[config.mk]
export PLATFORM = sky130hd
export DESIGN_NAME = cache_stats
export DESIGN_NICKNAME = d
export VERILOG_FILES = /design/src/cache_pkg.sv /design/src/cache_stats.sv
export SDC_FILE = /design/constraint.sdc
export NUM_CORES = 1
export LEC_CHECK = 0
export CAP_MARGIN = 40
export CORE_AREA = 2 2 109 111
export CTS_BUF_LIST = sky130_fd_sc_hd__clkbuf_8
export CTS_CLUSTER_SIZE = 12
export DETAILED_ROUTE_END_ITERATION = 8
export DIE_AREA = 0 0 111 113
export DONT_BUFFER_PORTS = 1
export PLACE_DENSITY = 0.7
export SLEW_MARGIN = 20
export SYNTH_ARGS = -nofsm -noshare
export SYNTH_HDL_FRONTEND = slang
export SYNTH_SLANG_ARGS = --single-unit
[constraint.sdc]
create_clock -name clk -period 3.95 [get_ports clk]
set_input_delay 0.9875 -clock clk [delete_from_list [all_inputs] [get_ports clk]]
set_output_delay 0.9875 -clock clk [all_outputs]
set_load 0.05 [all_outputs]
[src/cache_pkg.sv]
`default_nettype none

package cache_pkg;

	////////////////////
	// geometry
	////////////////////

	// 32-bit byte address
	localparam int ADDR_WIDTH = 32;
	// 64 sets of 8 ways
	localparam int SETS = 64;
	localparam int WAYS = 8;
	// 64-byte lines
	localparam int OFFSET_WIDTH = 6;
	localparam int INDEX_WIDTH = 6;
	// tag is addr 31:12
	localparam int TAG_WIDTH = ADDR_WIDTH - INDEX_WIDTH - OFFSET_WIDTH;
	// one counter per way, 0 is least recent
	localparam int LRU_WIDTH = 3;
	localparam int LRU_MRU = 7;

	////////////////////
	// encodings
	////////////////////

	// trace command codes, 5 and 7 are not used
	typedef enum logic [2:0] {
		CMD_READ_DATA = 3'd0,
		CMD_WRITE = 3'd1,
		CMD_READ_INSTR = 3'd2,
		CMD_SNOOP_INV = 3'd3,
		CMD_SNOOP_READ = 3'd4,
		CMD_SNOOP_RWITM = 3'd6
	} cmd_t;

	// line state
	typedef enum logic [1:0] {
		MESI_M = 2'd0,
		MESI_E = 2'd1,
		MESI_S = 2'd2,
		MESI_I = 2'd3
	} mesi_t;

	// bus snoop result, own and other caches
	typedef enum logic [1:0] {
		SNOOP_HIT = 2'd0,
		SNOOP_HITM = 2'd1,
		SNOOP_MISS = 2'd2
	} snoop_t;

	typedef logic [TAG_WIDTH-1:0] tag_t;
	typedef logic [INDEX_WIDTH-1:0] index_t;
	typedef logic [$clog2(WAYS)-1:0] way_t;
	typedef logic [LRU_WIDTH-1:0] lru_t;
	typedef logic [31:0] count_t;

endpackage

`default_nettype wire

[src/cache_stats.sv]
`timescale 1ns/1ps
`default_nettype none

module cache_stats import cache_pkg::*;
(
	input wire logic clk,
	input wire logic rst,
	input wire logic resp_valid,
	input wire logic resp_hit,
	input wire logic req_was_write,
	output count_t read_count,
	output count_t write_count,
	output count_t hit_count,
	output count_t miss_count
);

	////////////////////
	// L1 request counters
	////////////////////

	// snoops never raise resp_valid
	always_ff @(posedge clk)
	begin
		if (rst)
		begin
			read_count <= '0;
			write_count <= '0;
			hit_count <= '0;
			miss_count <= '0;
		end
		else if (resp_valid)
		begin
			// kind of request
			if (req_was_write)
				write_count <= write_count + count_t'(1);
			else
				read_count <= read_count + count_t'(1);
			// lookup outcome
			if (resp_hit)
				hit_count <= hit_count + count_t'(1);
			else
				miss_count <= miss_count + count_t'(1);
		end
	end

endmodule

`default_nettype wire

==> impl_metrics.csv <==
group,metric,value,unit
routing,drtIter0Drc,441,
flow_run,drv_cap,0,
floorplanning,rows,39,
synthesis,postSynthAreaPerCell,8.45,um^2
floorplanning,ioPinCount,133,
pwr,power.leakage,2.04,nW
floorplanning,dieArea,0.0125,mm^2
routing,via_per_inst,6.50,
pwr,finalPower,2.46,mW
synthesis,synth_seq_cells,128,
timing,tns,0,ns
worst_setup_path,critPathArrivalTime,3.10,ns
routing,wl,14.9,mm
global_route,top_usage_layer,"met2",
global_route,grt_util_met1,28.1,%
worst_setup_path,end_kind,"register",
timing,tightestPinTransition,0.739,ns
placed_design,place_hpwl,10.1,mm
cells_and_area,antenna_cells,0,
clocking,cts_inserted_buffers,17,
synthesis,synth-async-reset-ratio,0,%
synthesis,synth_cell_types,31,
global_route,grt_pass1_vias,5007,
synthesis,synth_enable_flop_cells,0,
clocking,clk_path_buf_depth,2,
clocking,ctsResizeCount,0,
routing,antenna_left,0,
clocking,insertion_delay,0.45,ns
timing,setup_slack,1.23,ns
timing,max_freq,367,MHz
synthesis,synth_nets,737,
worst_setup_path,crit_type,"register to register",
cells_and_area,n_fill_cell,1031,
timing,max_slew_margin,50.6,%
routing,avgRoutedWirePerCell,17.3,um
worst_setup_path,critPathRequiredTime,4.33,ns
cells_and_area,syn2layout_area_growth,6.96,%
placed_design,dpl_worst_slack,1.08,ns
synthesis,syn-cell-area,0.00615,mm^2
clocking,hold_buffers,0,
placed_design,place.gp.congestion,0.794,
clocking,cts.sinks,128,
timing,final-setup-viol-count,0,
synthesis,yosysSeqAreaShare,41.7,%
global_route,grtUsageTotal,23.6,%
timing,hold_viol_final,0,
timing,slew_viol_final,0,
floorplanning,dieHeight,113,um
timing,min_period,2.72,ns
cells_and_area,drive_above_1_share,6.84,%
pwr,vdd_drop_max,0.230,mV
synthesis,yosys_warnings,0,
clocking,cts_setup_buffers,0,
floorplanning,core-area,0.0113,mm^2
routing,vias,5581,
cells_and_area,fin_nets,712,
clocking,cts_root_buffer,"clkbuf_8",
floorplanning,die_x,111,um
clocking,cts_tree,"built",
timing,final.setup_skew,0.0100,ns
global_route,grt_max_degree,140,
hold_path,hp-class,"input pin to register",
worst_setup_path,path_max_fanout,10,
pwr,powerDensity,373,mW/mm^2
synthesis,netlist_instances,728,
floorplanning,start_util,54.5,%
routing,drc,0,
global_route,grt_use_met2,38.7,%
timing,rsz0062_at_grt,"no",
timing,post-route-period-util,69.0,%
clocking,h-tree-depth,4,
run_status,status,"completed",
global_route,grt_pass1_wl,24.4,mm
synthesis,synth-main-ff-cell,"dfxtp_1",
worst_setup_path,startpoint_type,"register",
routing,dr.pass1.iters,5,
global_route,antenna_found_initial,0,
placed_design,io_buffers,0,
global_route,grtUsageMet3,9.21,%
clocking,clk_pin_slew,0.07,ns
global_route,overflow,0,
[worst max-delay path, cell delays in order, from the launching register on]
cell and delay (ns):
dfxtp_1 0.73, ha_1 0.29, and4b_1 0.43, nand4_1 0.45
or4_1 0.62, a21oi_1 0.15
[power breakdown]
part,internal [mW],switching [mW]
registers,1.30,0.0263
logic,0.00961,0.00897
clock network,0.623,0.492
total,1.93,0.527
[routing by layer]
metal | up-vias | part of all wire [%]
li1 | 2700 | -
met2 | 161 | 48
met4 | 0 | 1.3
met1 | 2706 | 43
met3 | 14 | 8.0
met5 | - | 0
[cell families (layout without fill, tap and decap cells)]
family | count (synthesis) | after routing | synth area share (%)
AO/OA/AOI/OAI | 146 | 146 | 14.0
XOR/XNOR | 41 | 41 | 5.84
adder cells (fa/ha/maj) | 4 | 4 | 0.814
buffers and inverters | 58 | 46 | 3.74
flip-flops | 128 | 128 | 41.7
multiplexers | 13 | 13 | 2.34
AND/OR/NAND/NOR | 338 | 338 | 31.6
[area by class of cell]
type | instances | area, um^2 | area share (%)
clock buffers | 25 | 344 | 5.23
clock inverters | 7 | 56.3 | 0.856
inverters | 8 | 30.0 | 0.457
multi-input cells | 542 | 3360 | 51.0
flip-flops and latches | 128 | 2560 | 39.0
well taps | 143 | 179 | 2.72
repair buffers | 6 | 48.8 | 0.742
[cells in the final DEF, fill, tap and decap left out, types with 12 or more instances in the layout]
| cell type | Yosys | layout |
|---|---|---|
| a21oi_1 | 74 | 74 |
| or3_1 | 20 | 20 |
| and3_1 | 12 | 12 |
| dfxtp_1 | 128 | 128 |
| clkbuf_8 | 0 | 25 |
| xor2_1 | 33 | 33 |
| o31ai_1 | 52 | 52 |
| nand3_1 | 36 | 36 |
| nor2_1 | 55 | 55 |
| nor2b_1 | 12 | 12 |
| and2_1 | 13 | 13 |
| nand2_1 | 46 | 46 |
| nand4_1 | 53 | 53 |
| and4_1 | 16 | 16 |
| or4_1 | 55 | 55 |
| o21ai_0 | 20 | 20 |
[sequential cells by signal, indices dropped and copies added (netlist names)]
signal / flops
hit_count: 32
miss_count: 32
read_count: 32
write_count: 32
[path summary, 6_finish.rpt]
kind | start | endpoint | slack [ns] | cells past startpoint
hold reg to reg | write_count[1]$_SDFFE_PP0P_ | write_count[1]$_SDFFE_PP0P_ | 0.72 | 2
hold / removal | rst | miss_count[18]$_SDFFE_PP0P_ | 0.62 | 1
setup / recovery | miss_count[0]$_SDFFE_PP0P_ | miss_count[26]$_SDFFE_PP0P_ | 1.23 | 5
setup reg to reg | miss_count[0]$_SDFFE_PP0P_ | miss_count[26]$_SDFFE_PP0P_ | 1.23 | 5
[through the flow]
step / area (um^2) / utilization, % / hold slack (ns) / std cells
3_3_place_gp: 6160 / 54.7 / 0.700 / 826
6_report: 6580 / 58.3 / 0.621 / 859
4_1_cts: 6570 / 58.2 / 0.592 / 858
5_1_grt: 6580 / 58.3 / 0.585 / 859
3_5_place_dp: 6160 / 54.7 / 0.714 / 826
2_1_floorplan: 6150 / - / 0.691 / 728
[cells in the mapped netlist, drive strengths merged (3+ instances only)]
library cell    n  share of area [%]
nand2          46                2.8
nand4          53                5.4
or3            21                2.2
nand3          37                3.1
clkbuf         43                2.6
and3           13                1.3
mux2           11                2.0
inv             8               0.49
o31ai          52                6.3
and2           13                1.3
a21oi          74                6.0
nor3            3               0.24
xor2           33                4.7
buf             7               0.63
nor2           55                3.4
nor4           10                1.0
xnor2           8                1.1
or4            55                6.7
and4           16                2.3
dfxtp         128                 42
o21ai          20                1.6
ha              4               0.81
and4b           3               0.49
nor2b          12                1.2
Note: power is estimated with default switching activity, not from simulation.
