`src/cache_pkg.sv`:
```
`default_nettype none

package cache_pkg;

	////////////////////
	// geometry
	////////////////////

	// 32-bit byte address
	localparam int ADDR_WIDTH = 32;
	// 64 sets of 8 ways
	localparam int SETS = 64;
	localparam int WAYS = 8;
	// 64-byte lines
	localparam int OFFSET_WIDTH = 6;
	localparam int INDEX_WIDTH = 6;
	// tag is addr 31:12
	localparam int TAG_WIDTH = ADDR_WIDTH - INDEX_WIDTH - OFFSET_WIDTH;
	// one counter per way, 0 is least recent
	localparam int LRU_WIDTH = 3;
	localparam int LRU_MRU = 7;

	////////////////////
	// encodings
	////////////////////

	// trace command codes, 5 and 7 are not used
	typedef enum logic [2:0] {
		CMD_READ_DATA = 3'd0,
		CMD_WRITE = 3'd1,
		CMD_READ_INSTR = 3'd2,
		CMD_SNOOP_INV = 3'd3,
		CMD_SNOOP_READ = 3'd4,
		CMD_SNOOP_RWITM = 3'd6
	} cmd_t;

	// line state
	typedef enum logic [1:0] {
		MESI_M = 2'd0,
		MESI_E = 2'd1,
		MESI_S = 2'd2,
		MESI_I = 2'd3
	} mesi_t;

	// bus snoop result, own and other caches
	typedef enum logic [1:0] {
		SNOOP_HIT = 2'd0,
		SNOOP_HITM = 2'd1,
		SNOOP_MISS = 2'd2
	} snoop_t;

	typedef logic [TAG_WIDTH-1:0] tag_t;
	typedef logic [INDEX_WIDTH-1:0] index_t;
	typedef logic [$clog2(WAYS)-1:0] way_t;
	typedef logic [LRU_WIDTH-1:0] lru_t;
	typedef logic [31:0] count_t;

endpackage

`default_nettype wire

```
`src/req_decode.sv`:
```
`timescale 1ns/1ps
`default_nettype none

module req_decode import cache_pkg::*;
(
	input wire logic clk,
	input wire logic rst,
	input wire logic req_valid,
	input wire cmd_t req_cmd,
	input wire logic [ADDR_WIDTH-1:0] req_addr,
	output logic s1_valid,
	output logic s1_is_snoop,
	output logic s1_is_write,
	output logic s1_is_read,
	output cmd_t s1_cmd,
	output tag_t s1_tag,
	output index_t s1_index,
	output snoop_t s1_bus_snoop
);

	logic req_kept;
	logic in_valid;
	cmd_t in_cmd;
	logic [ADDR_WIDTH-1:0] in_addr;

	// only the six known codes get through
	always_comb
	begin
		case (req_cmd)
			CMD_READ_DATA, CMD_WRITE, CMD_READ_INSTR,
			CMD_SNOOP_INV, CMD_SNOOP_READ, CMD_SNOOP_RWITM:
				req_kept = 1'b1;
			default:
				req_kept = 1'b0;
		endcase
	end

	////////////////////
	// input capture
	////////////////////

	always_ff @(posedge clk)
	begin
		if (rst)
			in_valid <= 1'b0;
		else
			in_valid <= req_valid & req_kept;
	end

	always_ff @(posedge clk)
	begin
		in_cmd <= req_cmd;
		in_addr <= req_addr;
	end

	////////////////////
	// classify and split
	////////////////////

	always_ff @(posedge clk)
	begin
		if (rst)
			s1_valid <= 1'b0;
		else
			s1_valid <= in_valid;
	end

	always_ff @(posedge clk)
	begin
		s1_cmd <= in_cmd;
		s1_is_write <= (in_cmd == CMD_WRITE);
		s1_is_read <= (in_cmd == CMD_READ_DATA) || (in_cmd == CMD_READ_INSTR);
		s1_is_snoop <= (in_cmd == CMD_SNOOP_INV) || (in_cmd == CMD_SNOOP_READ)
			|| (in_cmd == CMD_SNOOP_RWITM);
		s1_tag <= in_addr[ADDR_WIDTH-1 -: TAG_WIDTH];
		s1_index <= in_addr[OFFSET_WIDTH +: INDEX_WIDTH];
		// other caches answer through addr 1:0
		case (in_addr[1:0])
			2'b00: s1_bus_snoop <= SNOOP_HIT;
			2'b10: s1_bus_snoop <= SNOOP_HITM;
			default: s1_bus_snoop <= SNOOP_MISS;
		endcase
	end

endmodule

`default_nettype wire

```
`config.mk`:
```
export PLATFORM = sky130hd
export DESIGN_NAME = req_decode
export DESIGN_NICKNAME = d
export VERILOG_FILES = /design/src/cache_pkg.sv /design/src/req_decode.sv
export SDC_FILE = /design/constraint.sdc
export NUM_CORES = 1
export LEC_CHECK = 0
export BUFFER_PORTS_ARGS = -buffer_cell sky130_fd_sc_hd__buf_2
export CAP_MARGIN = 20
export CORE_ASPECT_RATIO = 1.25
export CORE_MARGIN = 2
export CORE_UTILIZATION = 38
export CTS_CLUSTER_DIAMETER = 30
export CTS_CLUSTER_SIZE = 40
export DETAILED_ROUTE_END_ITERATION = 8
export GPL_TIMING_DRIVEN = 0
export PLACE_DENSITY = 0.72
export SLEW_MARGIN = 20
export SYNTH_ARGS = -nofsm -noshare
export SYNTH_HDL_FRONTEND = slang
export SYNTH_SLANG_ARGS = --single-unit
```
`constraint.sdc`:
```
create_clock -name clk -period 0.8 [get_ports clk]
set_input_delay 0.08 -clock clk [delete_from_list [all_inputs] [get_ports clk]]
set_output_delay 0.08 -clock clk [all_outputs]
set_load 0.01 [all_outputs]
```
==> key figures <==
Outcome
  • Status: complete, but fails checks
  • Failing checks: setup timing

Clock network
  • CTS tree: built
  • Longest Clk Path Bufs: 2
  • CTS root buf: clkbuf_8
  • Clk slew on worst S/H paths: approximately 0.060 ns
  • Later-pin clock latency in the skew report: 0.31 ns
  • CTS sink count: 67
  • CTS Buf Count: 9
  • H-tree levels: 3

Placement
  • I/O Buffers: just under 70
  • Dpl ws: roughly 0.11 ns
  • Placed Cells: 184
  • Gp weighted congestion: between 0.6 and 0.7
  • HPWL after detailed placement: roughly 1700 um

Global route
  • Largest net degree at the start of global routing: 11
  • Initial antenna violation count: 0
  • Number of global-route vias before repair: between 1,000 and 1,500
  • Grt ovf: 0
  • First-pass GRT wire length: around 4300 um
  • All-Layer GR Usage: around 15%

Synthesis
  • Syn Inst Count: 77
  • Netlist cell types: 9
  • Sequential area share after synthesis: ~95%
  • Synth Flop Type: dfxtp_1
  • Synth warnings: 0
  • Top-area cell type share of the netlist area: 95.12%
  • Most frequent cell after synthesis: dfxtp_1
  • Top cells by count, synth: 67 x dfxtp_1, 2 x inv_1, 2 x nor2b_1
  • Async SR Flop Fraction: 0%
  • EDFF count, synth: 0
  • Cell Area, Synth: roughly 0.0014 mm^2
  • Syn_area_per_cell: 18.31 um^2
  • Post-synth top area cell: dfxtp_1
  • Post-synth net total: roughly 120
  • Ranking of synthesized cells by area: dfxtp_1 95%, a211oi_2 0.89%, nor2b_1 0.89%
  • Yosys reg bits: 67

Setup path
  • Buf/Inv on CP: 1
  • Crit Path Category: flop to primary output
  • Top cell family by delay on the critical path: flip-flops
  • Worst r2r src: in_cmd[2]$_DFF_P_
  • Crit path cell chain: buf_6
  • Startpoint Class: flop
  • Worst EP required: approximately 0.72 ns
  • Crit-path slowest cell: dfxtp_2
  • CP max stage delay: about 0.33 ns
  • Critical Path Start: s1_is_read$_DFF_P_
  • CP arrival: roughly 0.75 ns
  • Crit Path Max Fanout: 1
  • Crit. End Element: primary output

STA
  • Final hold violation count: 0
  • Unrepaired setup endpoints after global routing: true
  • Final slew viol count: 0
  • Layout Skew: ~0.0064 ns
  • Final worst path period share: 103.8%
  • Peak Freq: 1204 MHz
  • Setup TNS: -0.5672 ns
  • Min Tclk post-route: a little over 0.8 ns
  • Setup ws final: -0.03033 ns
  • Slew margin rel.: 88.56%
  • Least-Margin Pin Slew: between 0.15 and 0.2 ns
  • Setup-failing EPs final: 35

Route
  • Wire per inst: around 13 um
  • Vias per cell: just over 4
  • DRT antenna net count: 0
  • DR pass1 iterations: 4
  • Total Wirelength: 2985 um
  • Drt initial violations: 11
  • DRC Markers: 0
  • Vias: between 900 and 1,000

Final layout
  • Final nets: roughly 230
  • Multi-input gate area: 57.56 um^2
  • Fill cells: 245
  • Final core utilization: ~70%
  • N_diodes: 0
  • Layout Cells excl Fill: 232
  • FF+latch area: 0.001368 mm^2
  • Layout cells sized above 1: between 50% and 60%
  • Synthesis-to-layout area growth: 73.56%

Floorplanning
  • Total I/O pin count: 73
  • Die ar.: approximately 0.0042 mm^2
  • Die Wd: 58.49 um
  • Core ar.: 0.003513 mm^2
  • Die height: between 70 and 80 um
  • Row count: 24
  • Starting density of the core: roughly two fifths

Power and ir drop
  • Lkg Pwr: approximately 0.0011 uW
  • Final total power: ~6300 uW
  • VDD IR-drop max: 2027 uV
  • Power per Cell Area: approximately 2600 mW/mm^2

Job
  • Maxcap violations: 0

Worst hold path
  • Hold path start: in_addr[25]$_DFF_P_
  • Hold Path Class: flop to flop
==> power by group <==
group	internal, uW	switching, uW
Combinational	294	136
Clock	1180	1070
Sequential	3530	65.4
Total	5000	1270
==> flip-flops by register name, summed over array words and instances, names as in the netlist <==
name,count
s1_is_read,1
s1_bus_snoop,2
s1_is_write,1
s1_is_snoop,1
in_valid,1
s1_tag,20
s1_index,6
s1_valid,1
in_addr,28
s1_cmd,3
in_cmd,3
==> routing by layer <==
| metal | vias up | track usage [%] | routed length (um) |
|---|---|---|---|
| met2 | 40 | 30.84 | 1895 |
| met3 | 4 | 3.743 | 147 |
| met1 | 445 | 11.18 | 911 |
| li1 | 462 | - | - |
| met4 | 0 | 8.527 | 30 |
| met5 | - | 0 | 0 |
==> metrics by stage <==
step / hold slack [ns] / instance area [um^2]
5_1_grt: 0.3310 / 2447
3_3_place_gp: 0.1824 / 1799
3_5_place_dp: 0.1836 / 1799
6_report: 0.3279 / 2447
4_1_cts: 0.3238 / 2342
2_1_floorplan: 0.1077 / 1410
==> area by class of cell <==
class,count,share of cell area [%]
multi-input cells,7,2.352
repair buffers,101,32.77
flip-flops and latches,67,55.88
well taps,39,1.994
inverters,2,0.3067
plain buffers,1,0.1534
clock inverters,3,0.6135
clock buffers,12,5.930
==> logic make-up after synthesis <==
logic type | after synthesis | synth area share [%]
buf+inv | 3 | 0.7985
simple gates | 5 | 2.573
compound gates | 2 | 1.508
flops | 67 | 95.12
==> worst register-to-register path, stage by stage, from the launching register on <==
cell	delay [ns]
dfxtp_1	0.40
nand3b_1	0.15
o21ai_2	0.06
==> worst paths after layout <==
check                           slack, ns                   to  cells after the start
worst min-delay path                 0.33   s1_tag[13]$_DFF_P_                      0
worst max register to register       0.09  s1_is_snoop$_DFF_P_                      2
worst max-delay path                -0.03           s1_is_read                      1
worst min register to register       0.33   s1_tag[13]$_DFF_P_                      0
==> cells in the final DEF (no fill, tap or decap), drive strengths merged <==
cell and count:
nor2 1, inv 2, dlygate4sd3 33, buf 68, nor3b 1, clkinv 3
clkbuf 13, nand3b 1, a211oi 1, dfxtp 67, nor2b 2, o21ai 1
==> repair_timing <==
| item | in CTS | in global routing |
|---|---|---|
| hold endpoints to repair | 33 | 0 |
| cloned | 0 | 0 |
| buffers inserted | 0 | 0 |
| hold buffers | 33 | 0 |
| resized for setup | 14 | 28 |
| endpoints found under the setup margin | 35 | 35 |
Power figures use the tool's default switching activity.
